<file path="config.mk">
export PLATFORM = sky130hd
export DESIGN_NAME = adc_spi_master
export DESIGN_NICKNAME = d
export VERILOG_FILES = /design/src/design/spi_pkg.sv /design/src/design/adc_pkg.sv /design/src/design/adc_spi_master.sv /design/src/design/adc_sequencer.sv /design/src/design/spi_word_engine.sv /design/src/design/adc_reset_timer.sv
export VERILOG_INCLUDE_DIRS = /design/src /design/src/design
export SDC_FILE = /design/constraint.sdc
export NUM_CORES = 1
export LEC_CHECK = 0
export BUFFER_PORTS_ARGS = -buffer_cell sky130_fd_sc_hd__buf_2
export CORE_MARGIN = 5
export CORE_UTILIZATION = 45
export CTS_CLUSTER_DIAMETER = 80
export DETAILED_ROUTE_END_ITERATION = 10
export SYNTH_ARGS = -nofsm -noshare
export SYNTH_HDL_FRONTEND = slang
export SYNTH_SLANG_ARGS = --single-unit
</file>
<file path="constraint.sdc">
create_clock -name synthesized_clock_8_333Mhz -period 6.96 [get_ports synthesized_clock_8_333Mhz]
set_clock_uncertainty 0.1 [all_clocks]
set_input_delay 1.392 -clock synthesized_clock_8_333Mhz [delete_from_list [all_inputs] [get_ports synthesized_clock_8_333Mhz]]
set_output_delay 1.392 -clock synthesized_clock_8_333Mhz [all_outputs]
set_load 0.01 [all_outputs]
</file>
<file path="src/design/adc_defs.svh">
/*
 * Shared sizes and timing for the ADC SPI master.
 * Reset interval counts are in cycles of the 8.333 MHz clock. The defaults
 * are kept small for simulation; on hardware use 41665 and 166660.
 * The frame length always follows the channel count (one status word first).
 */

`ifndef ADC_DEFS_SVH
`define ADC_DEFS_SVH

// --------------------
// SPI word format
// --------------------
`define ADC_WORD_W               32
`define ADC_BIT_IDX_W            6    // Must hold ADC_WORD_W itself

// --------------------
// Reset pulse timing
// --------------------
`define ADC_RESET_LOW_CYCLES     40   // Hardware value 41665
`define ADC_RESET_SETTLE_CYCLES  60   // Hardware value 166660

// --------------------
// Command table and frames
// --------------------
`define ADC_NUM_INIT_CMDS        9
`define ADC_CMD_IDX_W            4
`define ADC_NUM_CHANNELS         4
`define ADC_FRAME_WORDS          (1 + `ADC_NUM_CHANNELS)
`define ADC_WORD_IDX_W           3    // Word index within a frame

`endif
</file>
<file path="src/design/spi_pkg.sv">
/*
 * Types for a single SPI word transfer.
 * Words go out MSB first; the bit index counts up to the full word width.
 */

`include "adc_defs.svh"

package spi_pkg;

	// One word as it appears on MOSI or MISO
	typedef logic [`ADC_WORD_W-1:0] spi_word_t;

	// Bit position within a word, 0 up to ADC_WORD_W inclusive
	typedef logic [`ADC_BIT_IDX_W-1:0] spi_bit_idx_t;

endpackage

</file>
<file path="src/design/adc_pkg.sv">
/*
 * ADC specific types: init command table, sequencer states and samples.
 * The table holds the power-up register writes in the order they are sent.
 * The expected reply of the first command is the status after ADC reset.
 */

`include "adc_defs.svh"

package adc_pkg;

	typedef logic [`ADC_CMD_IDX_W-1:0]  adc_cmd_idx_t;
	typedef logic [`ADC_WORD_IDX_W-1:0] adc_word_idx_t;   // 0 is status

	// Command word and the word the ADC must return for it
	typedef struct packed {
		spi_pkg::spi_word_t cmd;
		spi_pkg::spi_word_t reply;
	} adc_cmd_entry_t;

	// --------------------
	// Init sequence
	// --------------------
	parameter adc_cmd_entry_t ADC_INIT_TABLE [`ADC_NUM_INIT_CMDS] = '{
		'{cmd: 32'h0000_0000, reply: 32'hFF04_0000},   // Null, reset status
		'{cmd: 32'h0655_0000, reply: 32'h0655_0000},   // Unlock
		'{cmd: 32'h4B68_0000, reply: 32'h2B68_0000},
		'{cmd: 32'h4C3E_0000, reply: 32'h2C3E_0000},
		'{cmd: 32'h4D02_0000, reply: 32'h2D02_0000},
		'{cmd: 32'h4E25_0000, reply: 32'h2E25_0000},
		'{cmd: 32'h4F0F_0000, reply: 32'h2F0F_0000},
		'{cmd: 32'h0033_0000, reply: 32'h0033_0000},   // Wakeup
		'{cmd: 32'h0555_0000, reply: 32'h0555_0000}    // Lock
	};

	typedef enum logic [2:0] {
		WAIT_RESET,
		INIT_SEND,
		INIT_CHECK,
		WAIT_DRDY,
		FRAME_SEND,
		FRAME_NEXT
	} adc_seq_state_t;

	// One word of an acquisition frame, tagged with its position
	typedef struct packed {
		adc_word_idx_t      idx;
		spi_pkg::spi_word_t word;
	} adc_sample_t;

endpackage

</file>
<file path="src/design/adc_spi_master.sv">
/*
 * SPI master for a four channel delta-sigma ADC.
 * Pulses the ADC reset pin, writes the init table, then reads one
 * status word and four channel words per DRDY falling edge.
 * Samples are one-cycle pulses with no back-pressure.
 */

`timescale 1ns/1ns

module adc_spi_master (
	input  logic                 synthesized_clock_8_333Mhz,
	input  logic                 reset_n,
	output logic                 spi_sclk_o,
	output logic                 spi_mosi_o,
	output logic                 spi_cs_n_o,
	output logic                 spi_reset_n_o,
	input  logic                 spi_miso_i,
	input  logic                 spi_drdy_i,
	output logic                 init_done_o,
	output adc_pkg::adc_sample_t sample_o,
	output logic                 sample_valid_o
);

	import spi_pkg::*;

	logic      adc_ready;
	logic      word_start;
	logic      word_done;
	spi_word_t tx_word;
	spi_word_t rx_word;

	adc_reset_timer u_reset_timer (
		.synthesized_clock_8_333Mhz (synthesized_clock_8_333Mhz),
		.reset_n                    (reset_n),
		.spi_reset_n_o              (spi_reset_n_o),
		.adc_ready_o                (adc_ready)
	);

	spi_word_engine u_word_engine (
		.synthesized_clock_8_333Mhz (synthesized_clock_8_333Mhz),
		.reset_n                    (reset_n),
		.word_start_i               (word_start),
		.tx_word_i                  (tx_word),
		.spi_miso_i                 (spi_miso_i),
		.spi_sclk_o                 (spi_sclk_o),
		.spi_mosi_o                 (spi_mosi_o),
		.spi_cs_n_o                 (spi_cs_n_o),
		.word_done_o                (word_done),
		.rx_word_o                  (rx_word)
	);

	adc_sequencer u_sequencer (
		.synthesized_clock_8_333Mhz (synthesized_clock_8_333Mhz),
		.reset_n                    (reset_n),
		.adc_ready_i                (adc_ready),
		.spi_drdy_i                 (spi_drdy_i),
		.word_done_i                (word_done),
		.rx_word_i                  (rx_word),
		.word_start_o               (word_start),
		.tx_word_o                  (tx_word),
		.init_done_o                (init_done_o),
		.sample_o                   (sample_o),
		.sample_valid_o             (sample_valid_o)
	);

endmodule

</file>
<file path="src/design/adc_sequencer.sv">
/*
 * Runs the ADC init command table, then one frame per DRDY falling edge.
 * A command whose reply does not match is sent again, with no retry limit.
 * DRDY is only watched after init; edges during a frame are ignored.
 * sample_o is valid only in the cycle sample_valid_o is high.
 */

`timescale 1ns/1ns
`include "adc_defs.svh"

module adc_sequencer (
	input  logic                 synthesized_clock_8_333Mhz,
	input  logic                 reset_n,
	input  logic                 adc_ready_i,
	input  logic                 spi_drdy_i,
	input  logic                 word_done_i,
	input  spi_pkg::spi_word_t   rx_word_i,
	output logic                 word_start_o,
	output spi_pkg::spi_word_t   tx_word_o,
	output logic                 init_done_o,
	output adc_pkg::adc_sample_t sample_o,
	output logic                 sample_valid_o
);

	import spi_pkg::*;
	import adc_pkg::*;

	localparam adc_cmd_idx_t  LAST_CMD  = `ADC_CMD_IDX_W'(`ADC_NUM_INIT_CMDS - 1);
	localparam adc_word_idx_t LAST_WORD = `ADC_WORD_IDX_W'(`ADC_FRAME_WORDS - 1);

	adc_seq_state_t state_q;
	adc_cmd_idx_t   cmd_idx_q;
	adc_word_idx_t  word_idx_q;
	logic           start_q;
	logic           init_done_q;
	logic [2:0]     drdy_sync_q;   // [0] meta, [1] synced, [2] previous

	logic drdy_fall;

	assign drdy_fall = drdy_sync_q[2] && !drdy_sync_q[1];

	always_ff @(posedge synthesized_clock_8_333Mhz) begin
		if (!reset_n) begin
			state_q     <= WAIT_RESET;
			cmd_idx_q   <= '0;
			word_idx_q  <= '0;
			start_q     <= 1'b0;
			init_done_q <= 1'b0;
			drdy_sync_q <= 3'b111;   // Idle high, no false edge
		end else begin
			start_q <= 1'b0;

			if (init_done_q)
				drdy_sync_q <= {drdy_sync_q[1:0], spi_drdy_i};

			unique case (state_q)
				WAIT_RESET: begin
					if (adc_ready_i) begin
						cmd_idx_q <= '0;
						start_q   <= 1'b1;
						state_q   <= INIT_SEND;
					end
				end
				INIT_SEND: begin
					if (word_done_i)
						state_q <= INIT_CHECK;
				end
				// Engine is idle here so rx_word_i still holds the reply
				INIT_CHECK: begin
					if (rx_word_i != ADC_INIT_TABLE[cmd_idx_q].reply) begin
						start_q <= 1'b1;   // Same command again
						state_q <= INIT_SEND;
					end else if (cmd_idx_q == LAST_CMD) begin
						init_done_q <= 1'b1;
						state_q     <= WAIT_DRDY;
					end else begin
						cmd_idx_q <= cmd_idx_q + 1'b1;
						start_q   <= 1'b1;
						state_q   <= INIT_SEND;
					end
				end
				// --------------------
				// Acquisition
				// --------------------
				WAIT_DRDY: begin
					if (drdy_fall) begin
						word_idx_q <= '0;
						start_q    <= 1'b1;
						state_q    <= FRAME_SEND;
					end
				end
				FRAME_SEND: begin
					if (word_done_i) begin
						if (word_idx_q == LAST_WORD) begin
							state_q <= WAIT_DRDY;
						end else begin
							word_idx_q <= word_idx_q + 1'b1;
							state_q    <= FRAME_NEXT;
						end
					end
				end
				FRAME_NEXT: begin
					start_q <= 1'b1;
					state_q <= FRAME_SEND;
				end
				default: state_q <= WAIT_RESET;
			endcase
		end
	end

	// Zero words during frames, table command during init
	assign tx_word_o    = init_done_q ? '0 : ADC_INIT_TABLE[cmd_idx_q].cmd;
	assign word_start_o = start_q;
	assign init_done_o  = init_done_q;

	assign sample_o.idx   = word_idx_q;
	assign sample_o.word  = rx_word_i;
	assign sample_valid_o = (state_q == FRAME_SEND) && word_done_i;

	// No new start until the engine has returned the previous word
	a_start_only_when_idle: assert property (
		@(posedge synthesized_clock_8_333Mhz) disable iff (!reset_n)
		word_start_o |=> (!word_start_o throughout word_done_i[->1])
	) else $error("word_start issued while SPI engine busy");

endmodule

</file>
<file path="src/design/spi_word_engine.sv">
/*
 * Transfers one 32-bit word per start pulse, SPI mode CPOL 0, CPHA 1.
 * SCLK runs at half the clock rate, so a word takes 64 clock cycles;
 * from the start pulse to word_done_o is 66 cycles.
 * Starts that arrive while a word is in progress are dropped.
 */

`timescale 1ns/1ns
`include "adc_defs.svh"

module spi_word_engine (
	input  logic               synthesized_clock_8_333Mhz,
	input  logic               reset_n,
	input  logic               word_start_i,
	input  spi_pkg::spi_word_t tx_word_i,
	input  logic               spi_miso_i,
	output logic               spi_sclk_o,
	output logic               spi_mosi_o,
	output logic               spi_cs_n_o,
	output logic               word_done_o,
	output spi_pkg::spi_word_t rx_word_o
);

	import spi_pkg::*;

	localparam spi_bit_idx_t LAST_BIT = `ADC_BIT_IDX_W'(`ADC_WORD_W);

	logic         busy_q;
	logic         sclk_q;
	logic         cs_n_q;
	logic         mosi_q;
	logic         done_q;
	spi_bit_idx_t bit_cnt_q;   // Completed bits
	spi_word_t    tx_sh_q;
	spi_word_t    rx_sh_q;

	logic accept;
	logic sclk_rise;
	logic sclk_fall;

	assign accept    = !busy_q && word_start_i;
	assign sclk_rise = busy_q && !sclk_q && (bit_cnt_q != LAST_BIT);
	assign sclk_fall = busy_q && sclk_q;

	// --------------------
	// Control and SCLK
	// --------------------
	always_ff @(posedge synthesized_clock_8_333Mhz) begin
		if (!reset_n) begin
			busy_q    <= 1'b0;
			sclk_q    <= 1'b0;
			cs_n_q    <= 1'b1;
			mosi_q    <= 1'b0;
			done_q    <= 1'b0;
			bit_cnt_q <= '0;
		end else begin
			done_q <= 1'b0;
			if (accept) begin
				busy_q    <= 1'b1;
				cs_n_q    <= 1'b0;   // One cycle of CS setup before first edge
				bit_cnt_q <= '0;
			end else if (sclk_rise) begin
				sclk_q <= 1'b1;
				mosi_q <= tx_sh_q[`ADC_WORD_W-1];   // MSB first, ADC samples on fall
			end else if (sclk_fall) begin
				sclk_q    <= 1'b0;
				bit_cnt_q <= bit_cnt_q + 1'b1;
			end else if (busy_q) begin
				// All bits done and SCLK back low
				busy_q <= 1'b0;
				cs_n_q <= 1'b1;
				mosi_q <= 1'b0;
				done_q <= 1'b1;
			end
		end
	end

	// --------------------
	// Shift registers
	// --------------------
	always_ff @(posedge synthesized_clock_8_333Mhz) begin
		if (accept)
			tx_sh_q <= tx_word_i;
		else if (sclk_rise)
			tx_sh_q <= tx_sh_q << 1;

		if (sclk_fall)
			rx_sh_q <= {rx_sh_q[`ADC_WORD_W-2:0], spi_miso_i};
	end

	assign spi_sclk_o  = sclk_q;
	assign spi_cs_n_o  = cs_n_q;
	assign spi_mosi_o  = mosi_q;
	assign word_done_o = done_q;
	assign rx_word_o   = rx_sh_q;   // Stable until the next word starts

	a_cs_high_when_idle: assert property (
		@(posedge synthesized_clock_8_333Mhz) disable iff (!reset_n)
		!busy_q |-> spi_cs_n_o
	) else $error("CS asserted while SPI engine idle");

	a_sclk_low_without_cs: assert property (
		@(posedge synthesized_clock_8_333Mhz) disable iff (!reset_n)
		spi_cs_n_o |-> !spi_sclk_o
	) else $error("SCLK toggled with CS deasserted");

endmodule

</file>
<file path="src/design/adc_reset_timer.sv">
/*
 * ADC hardware reset pulse after system reset.
 * The pin is low for ADC_RESET_LOW_CYCLES, then adc_ready_o rises
 * ADC_RESET_SETTLE_CYCLES later and stays high until the next reset.
 */

`timescale 1ns/1ns
`include "adc_defs.svh"

module adc_reset_timer (
	input  logic synthesized_clock_8_333Mhz,
	input  logic reset_n,
	output logic spi_reset_n_o,
	output logic adc_ready_o
);

	localparam int unsigned TOTAL_CYCLES = `ADC_RESET_LOW_CYCLES + `ADC_RESET_SETTLE_CYCLES;
	localparam int unsigned CNT_W        = $clog2(TOTAL_CYCLES + 1);

	localparam logic [CNT_W-1:0] LOW_END   = CNT_W'(`ADC_RESET_LOW_CYCLES);
	localparam logic [CNT_W-1:0] SETTLE_END = CNT_W'(TOTAL_CYCLES);

	logic [CNT_W-1:0] cnt_q;

	// Single counter covers the low phase and then the settle phase
	always_ff @(posedge synthesized_clock_8_333Mhz) begin
		if (!reset_n) begin
			cnt_q         <= '0;
			spi_reset_n_o <= 1'b1;
			adc_ready_o   <= 1'b0;
		end else if (!adc_ready_o) begin
			cnt_q         <= cnt_q + 1'b1;
			spi_reset_n_o <= (cnt_q >= LOW_END);   // Low from the first cycle
			if (cnt_q == SETTLE_END)
				adc_ready_o <= 1'b1;
		end
	end

	// Ready must only appear once the ADC is out of reset
	a_ready_after_release: assert property (
		@(posedge synthesized_clock_8_333Mhz) disable iff (!reset_n)
		$rose(adc_ready_o) |-> spi_reset_n_o && $past(spi_reset_n_o)
	) else $error("adc_ready rose while ADC reset pin was low");

endmodule

</file>
==> flow_metrics.py, run 1 <==
metrics = {
    "status": {
        "outcome": "finished clean",
    },
    "drt": {
        "routed_wl_um": 7640,
        "first_pass_iters": 4,
        "route.met2.wl_um": 3440,
        "met3_wirelength_um": 272,
        "vias": 2729,
        "met1Wirelength_um": 3860,
        "drtIter0Drc": 110,
        "avgRoutedWirePerCell_um": 14.9,
        "drc": 0,
        "top_layer_used": "met4",
        "avgViaCountPerCell": 5.31,
        "ant_nets": 0,
    },
    "min_path": {
        "holdPathEnd": "u_sequencer.drdy_sync_q[0]$_SDFFE_PN1P_",
        "min_path_cells": 2,
        "min_from": "u_sequencer.drdy_sync_q[0]$_SDFFE_PN1P_",
        "hp-class": "flip-flop to flip-flop",
    },
    "power": {
        "combinationalPowerShare_pct": 1.2,
        "p_switching_uw": 197,
        "clockPowerShare_pct": 38.2,
        "power_frac_seq_pct": 60.6,
        "p_leak_nw": 1.58,
        "p_per_area_mw_per_mm2": 192,
        "swShare_pct": 23.2,
        "power.total_uw": 851,
        "p_int_uw": 654,
        "peakVddDrop_mv": 0.100,
    },
    "cts": {
        "ctsResizeCount": 0,
        "cts_hold_buffers": 0,
        "cts-root-buf": "clkbuf_8",
        "htreeDepth": 3,
        "path_clk_slew_ns": 0.09,
        "postCtsSetupBuffers": 0,
        "cts_tree": "yes",
        "clk_latency_ns": 0.35,
        "cts_sinks": 83,
        "cts_buffers": 9,
        "cts_buffer_depth": 2,
    },
    "sta": {
        "slew_violations": 0,
        "finalSetupTns_ns": 0,
        "relSlewSlack_pct": 39.6,
        "fin_hold_ws_ns": 0.386,
        "fin_crit_sh_pct": 41.7,
        "hold_violations": 0,
        "layout_min_cycle_time_ns": 2.91,
        "max_freq_mhz": 344,
        "rsz0062_at_grt": "no",
        "final.setup.worst_slack_ns": 4.05,
        "setup_viol": 0,
        "worst_pin_slew_ns": 0.883,
    },
    "setup_path": {
        "r2r_end": "u_sequencer.cmd_idx_q[0]$_SDFFE_PN0P_",
        "startpoint": "u_sequencer.state_q[0]$_SDFFE_PN0P_",
        "cp_cell_sequence": "nor2_1 > and3_1 > buf_2",
        "path_max_fanout": 11,
        "worst-setup-path-type": "flip-flop to primary output",
        "r2r_cells": 7,
        "cp_slowest_cell": "dfxtp_1",
        "worstPathRequired_ns": 5.47,
        "worstPathArrival_ns": 1.41,
        "max_stage_delay_ns": 0.41,
        "critPathCaptureType": "primary output",
        "reg2reg_slack_ns": 4.12,
        "cp-start-kind": "flip-flop",
        "regToRegStartpoint": "u_sequencer.cmd_idx_q[0]$_SDFFE_PN0P_",
    },
    "global_routing": {
        "grt_use_total_pct": 14.4,
        "grt_max_degree": 38,
        "grt_pass1_vias": 2639,
        "antenna_found_initial": 0,
        "grt_pass1_wl_um": 12900,
        "gr-total-overflow": 0,
    },
    "synth": {
        "syn_nets": 377,
        "ys_warn_count": 0,
        "postSynthRegisterBits": 83,
        "syn_area_mm2": 0.00395,
        "syn_inst": 362,
        "synthArstFlopShare_pct": 0,
        "synth-edff-count": 48,
        "synth-seq-area-share_pct": 54.2,
        "synthFlopType": "edfxtp_1",
        "synth_cell_types": 58,
        "synth_area_per_cell_um2": 10.9,
    },
    "layout": {
        "multiInputGateArea_mm2": 0.00168,
        "fill_cells": 784,
        "regArea_mm2": 0.00214,
        "nNetsFinal": 416,
        "final_cell_mix": "edfxtp_1 (48), buf_2 (44), nand2_1 (36)",
        "final_common_cell": "edfxtp_1",
        "fin_cells": 514,
        "drive_gt1_share_pct": 19.5,
        "diodes": 0,
        "syn_to_final_growth_pct": 12.0,
    },
    "floorplan": {
        "die-area_mm2": 0.0108,
        "die-height_um": 104,
        "coreArea_mm2": 0.00864,
        "ios": 45,
        "initial_core_util_pct": 45.7,
        "placementRows": 34,
        "die_x_um": 104,
    },
    "placed_design": {
        "place_ws_ns": 4.11,
        "hpwl_um": 5350,
        "dp.cells": 498,
        "gp_congestion": 0.836,
        "port_buffers": 44,
    },
    "run": {
        "cap_violations": 0,
    },
}
==> layer usage <==
metal	GRT usage, %	vias to the layer above
li1	-	1387
met1	20.9	1299
met2	21.4	37
met3	2.61	6
met4	5.74	0
met5	0	-
==> Yosys cell counts (3+ instances only) <==
cell	count	share of area [%]
edfxtp_1	48	36
nand2_1	36	3.4
dfxtp_1	35	18
nor2_1	21	2.0
o21ai_0	18	2.3
and2_1	17	2.7
clkbuf_1	14	1.3
inv_1	13	1.2
mux2i_1	13	3.3
nor2b_1	12	1.9
ha_1	11	3.5
a21oi_1	9	1.1
nor3_1	8	1.0
nand4_1	7	1.1
nor4_1	7	1.1
xor2_1	7	1.6
nand3_1	6	0.76
xnor2_1	6	1.3
and3_1	5	0.79
nand2b_1	5	0.79
o21a_1	4	0.76
o31ai_1	4	0.76
a21boi_0	3	0.57
nor3b_1	3	0.57
nor4_2	3	0.95
o211ai_1	3	0.57
==> cell type report <==
cell class | count | share of cell area (%)
Clock buffer | 9 | 2.80
Clock inverter | 7 | 1.33
Inverter | 14 | 1.19
Multi-Input combinational cell | 247 | 37.9
Sequential cell | 83 | 48.4
Tap cell | 108 | 3.05
Timing Repair Buffer | 46 | 5.32
==> registers in the layout, indices dropped and copies added, names as in the netlist, 3 cells and up <==
register                 count
u_sequencer.word_idx_q       3
u_word_engine.rx_word_o     32
u_sequencer.drdy_sync_q      3
u_sequencer.cmd_idx_q        4
u_word_engine.bit_cnt_q      6
u_reset_timer.cnt_q          7
u_sequencer.state_q          3
u_word_engine.tx_sh_q       16
==> worst max-delay path, delay by kind of cell (launching register included) <==
kind          cells  cell delay (ns)
flops             1             0.41
buf+inv           1             0.14
simple gates      2             0.51
==> kinds of logic after synthesis <==
family / after synthesis / share of synthesized area (%)
AO/OA/AOI/OAI: 63 / 10.9
adder cells (fa/ha/maj): 11 / 3.48
XOR/XNOR: 13 / 2.88
flip-flops: 83 / 54.2
AND/OR/NAND/NOR: 145 / 21.3
buffers and inverters: 32 / 3.29
multiplexers: 15 / 3.96
==> metrics by stage <==
step	cell area, um2	utilization [%]
finish	4430	51.2
global placement	4240	49.1
global route	4430	51.2
detailed placement	4240	49.1
CTS	4430	51.2
floorplan	3950	-
==> worst max path at each step <==
stage	to	slack, ns	depth (start not counted)
final	sample_valid_o	4.05	3
after global routing	u_sequencer.cmd_idx_q[0]$_SDFFE_PN0P_	3.88	7
after detailed placement	u_sequencer.cmd_idx_q[0]$_SDFFE_PN0P_	4.11	7
after floorplan	u_sequencer.cmd_idx_q[0]$_SDFFE_PN0P_	4.40	8
after CTS	sample_valid_o	4.04	3
after global placement	u_sequencer.cmd_idx_q[1]$_SDFFE_PN0P_	4.29	7
==> power by group through the flow <==
stage,combinational (mW),sequential (mW),clock (mW)
2_1_floorplan,0.00706,0.527,0
3_3_place_gp,0.00995,0.527,0
3_5_place_dp,0.0101,0.527,0
4_1_cts,0.0102,0.516,0.335
5_1_grt,0.0112,0.516,0.356
6_report,0.0101,0.516,0.325
Note: power is estimated with default switching activity, not from simulation.
==> inputs of run 2 (changes only) <==
Settings changed: ABC_AREA set to 1.
Clock period 6.96 ns to 2.7 ns, I/O delays scaled along.
==> run 2 against run 1 <==
  * Worst setup slack got worse by 3.8 ns
  * First-iteration DRC count increased by 4.5%
  * Synthesized cell count increased by 17%
  * Final cell count grew 14%
  * Clock-buffer cell count is 1 higher
  * Cell area down 2.8%
  * Clock power up 150%
  * Critical path depth grew 11
  * Combinational power rose to 8.1 times the previous value
  * Sequential power rose to 2.6 times the previous value
  * Critical path type is now flip-flop to flip-flop
  * Highest routed layer unchanged
==> flow_metrics.py, run 2 <==
metrics = {
    "status": {
        "outcome": "finished clean",
    },
    "sta": {
        "setup_viol": 0,
        "fin_crit_sh_pct": 89.3,
        "final.setup.worst_slack_ns": 0.289,
        "layout_min_cycle_time_ns": 2.41,
        "worst_pin_slew_ns": 0.645,
        "max_freq_mhz": 415,
        "slew_violations": 0,
        "rsz0062_at_grt": "no",
        "relSlewSlack_pct": 56.9,
        "hold_violations": 0,
        "finalSetupTns_ns": 0,
    },
    "power": {
        "p_leak_nw": 1.77,
        "peakVddDrop_mv": 0.248,
        "p_per_area_mw_per_mm2": 521,
    },
    "setup_path": {
        "cp_slowest_cell": "dfxtp_1",
        "max_stage_delay_ns": 0.53,
        "critPathCaptureType": "flip-flop",
        "path_max_fanout": 9,
        "r2r_end": "u_sequencer.cmd_idx_q[0]$_SDFFE_PN0P_",
        "worstSetupEndpoint": "u_sequencer.cmd_idx_q[0]$_SDFFE_PN0P_",
        "reg2reg_slack_ns": 0.29,
        "regToRegStartpoint": "u_sequencer.cmd_idx_q[0]$_SDFFE_PN0P_",
        "r2r_cells": 14,
        "cp_num_buf_inv": 1,
        "worstPathRequired_ns": 2.88,
        "cp_cell_sequence": "inv_2 > ha_1 > nand2_1 > o21ai_1 > nand2_1 > nand2_1 > nand2_1 > nor2_1 > nand2_2 > nor2_4 > nand3_4 > nand2_4 > nand3_1 > a21oi_1",
        "worstPathArrival_ns": 2.59,
        "worst-setup-path-type": "flip-flop to flip-flop",
        "cp_common_cell": "nand2_1",
        "cp_top_family": "simple AND/OR/NAND/NOR gates",
        "startpoint": "u_sequencer.cmd_idx_q[0]$_SDFFE_PN0P_",
        "cp-start-kind": "flip-flop",
        "path_depth": 14,
    },
    "synth": {
        "postSynthRegisterBits": 83,
        "synth_most_common_cell": "nand2_1",
        "synth_cell_types": 35,
        "synthArstFlopShare_pct": 0,
        "synth_top_cell_area_share_pct": 38.0,
        "syn_area_mm2": 0.00379,
        "synth_area_leaders": "edfxtp_1 (38%), dfxtp_1 (18%), nand2_1 (9.2%), nor2_1 (5.3%), inv_1 (4.9%)",
        "synth_top_area_cell": "edfxtp_1",
        "synth_common_cells": "nand2_1 (93), nor2_1 (53), inv_1 (49)",
        "syn_inst": 424,
        "syn_nets": 439,
        "synth-seq-area-share_pct": 56.5,
        "ys_warn_count": 0,
        "synthFlopType": "edfxtp_1",
        "synth-edff-count": 48,
        "synth_area_per_cell_um2": 8.94,
    },
    "cts": {
        "cts-root-buf": "clkbuf_8",
        "cts_buffers": 9,
        "cts_sinks": 83,
        "ctsResizeCount": 0,
        "cts_tree": "yes",
        "cts_hold_buffers": 0,
        "path_clk_slew_ns": 0.09,
        "cts_buffer_depth": 2,
        "htreeDepth": 3,
        "clk_latency_ns": 0.35,
        "postCtsSetupBuffers": 0,
    },
    "floorplan": {
        "die_x_um": 102,
        "die-area_mm2": 0.0104,
        "die-height_um": 102,
        "ios": 45,
        "placementRows": 33,
        "coreArea_mm2": 0.00822,
        "initial_core_util_pct": 46.1,
    },
    "drt": {
        "met3_wirelength_um": 279,
        "routed_wl_um": 7860,
        "first_pass_iters": 5,
        "drc": 0,
        "drtIter0Drc": 115,
        "ant_nets": 0,
        "top_layer_used": "met4",
        "route.met2.wl_um": 3760,
        "met1Wirelength_um": 3740,
        "avgRoutedWirePerCell_um": 13.4,
        "avgViaCountPerCell": 4.92,
        "vias": 2886,
    },
    "layout": {
        "largest_register_ff_count": 32,
        "final_cell_mix": "nand2_1 (93), nor2_1 (53), inv_1 (49)",
        "syn_to_final_growth_pct": 13.5,
        "fill_cells": 782,
        "drive_gt1_share_pct": 16.4,
        "nNetsFinal": 491,
        "diodes": 0,
        "final_common_cell": "nand2_1",
    },
    "global_routing": {
        "grt_pass1_vias": 2840,
        "grt_pass1_wl_um": 13500,
        "grt_max_degree": 35,
        "grt_use_total_pct": 16.5,
        "antenna_found_initial": 0,
        "gr-total-overflow": 0,
    },
    "run": {
        "cap_violations": 0,
    },
    "min_path": {
        "hp-class": "input port to flip-flop",
    },
    "placed_design": {
        "hpwl_um": 5700,
        "port_buffers": 44,
        "place_ws_ns": 0.311,
        "gp_congestion": 0.848,
    },
}
-- run 2: stage by stage --
step | cell area, um2 | hold slack, ns | std cells | power (mW) | util, %
after floorplan | 3790 | 0.329 | 424 | 1.44 | -
after global placement | 4130 | 0.344 | 570 | 1.46 | 50.2
after detailed placement | 4130 | 0.350 | 570 | 1.46 | 50.2
after CTS | 4300 | 0.248 | 586 | 2.27 | 52.3
after global routing | 4300 | 0.255 | 586 | 2.35 | 52.3
final | 4300 | 0.267 | 586 | 2.24 | 52.3
-- run 2: per-layer routing --
| metal | vias to the layer above | track usage [%] |
|---|---|---|
| li1 | 1515 | - |
| met1 | 1313 | 22.3 |
| met2 | 52 | 26.6 |
| met3 | 6 | 2.82 |
| met4 | 0 | 6.44 |
| met5 | - | 0 |
-- run 2: power breakdown --
part	internal [mW]	leakage [nW]	total (mW)	switching [mW]
combinational	0.0279	0.965	0.0819	0.0541
clock	0.347	0.0911	0.807	0.460
sequential	1.34	0.714	1.35	0.0125
-- run 2: cell families after synthesis --
family / share of synthesized area [%]
simple gates: 24.5
fa+ha+maj: 3.63
buf+inv: 6.14
xor+xnor: 0.462
compound gates: 8.72
flops: 56.5
-- run 2: final cells by class --
cell class / count / area (um2) / share of cell area (%)
clock buffers: 10 / 129 / 3.00
multi-input cells: 282 / 1410 / 32.9
inverters: 54 / 203 / 4.71
flip-flops and latches: 83 / 2140 / 49.8
well taps: 105 / 131 / 3.05
repair buffers: 46 / 235 / 5.47
clock inverters: 6 / 46.3 / 1.08
-- run 2: worst min path at each step --
stage                                       startpoint                                       to  slack (ns)  cells past startpoint
6_report                                    spi_miso_i     u_word_engine.rx_word_o[0]$_DFFE_PP_        0.27                      1
5_1_grt                                     spi_miso_i     u_word_engine.rx_word_o[0]$_DFFE_PP_        0.26                      1
4_1_cts                                     spi_miso_i     u_word_engine.rx_word_o[0]$_DFFE_PP_        0.25                      1
3_5_place_dp   u_sequencer.drdy_sync_q[2]$_SDFFE_PN1P_  u_sequencer.drdy_sync_q[2]$_SDFFE_PN1P_        0.35                      2
3_3_place_gp   u_sequencer.drdy_sync_q[2]$_SDFFE_PN1P_  u_sequencer.drdy_sync_q[2]$_SDFFE_PN1P_        0.34                      2
2_1_floorplan  u_sequencer.drdy_sync_q[0]$_SDFFE_PN1P_  u_sequencer.drdy_sync_q[0]$_SDFFE_PN1P_        0.33                      2
-- run 2: worst reg2reg max path: stages (launching register included) --
cell	delay, ns
dfxtp_1	0.53
inv_2	0.13
ha_1	0.41
nand2_1	0.12
o21ai_1	0.14
nand2_1	0.07
nand2_1	0.06
nand2_1	0.05
nor2_1	0.12
nand2_2	0.07
nor2_4	0.13
nand3_4	0.11
nand2_4	0.09
nand3_1	0.08
a21oi_1	0.14
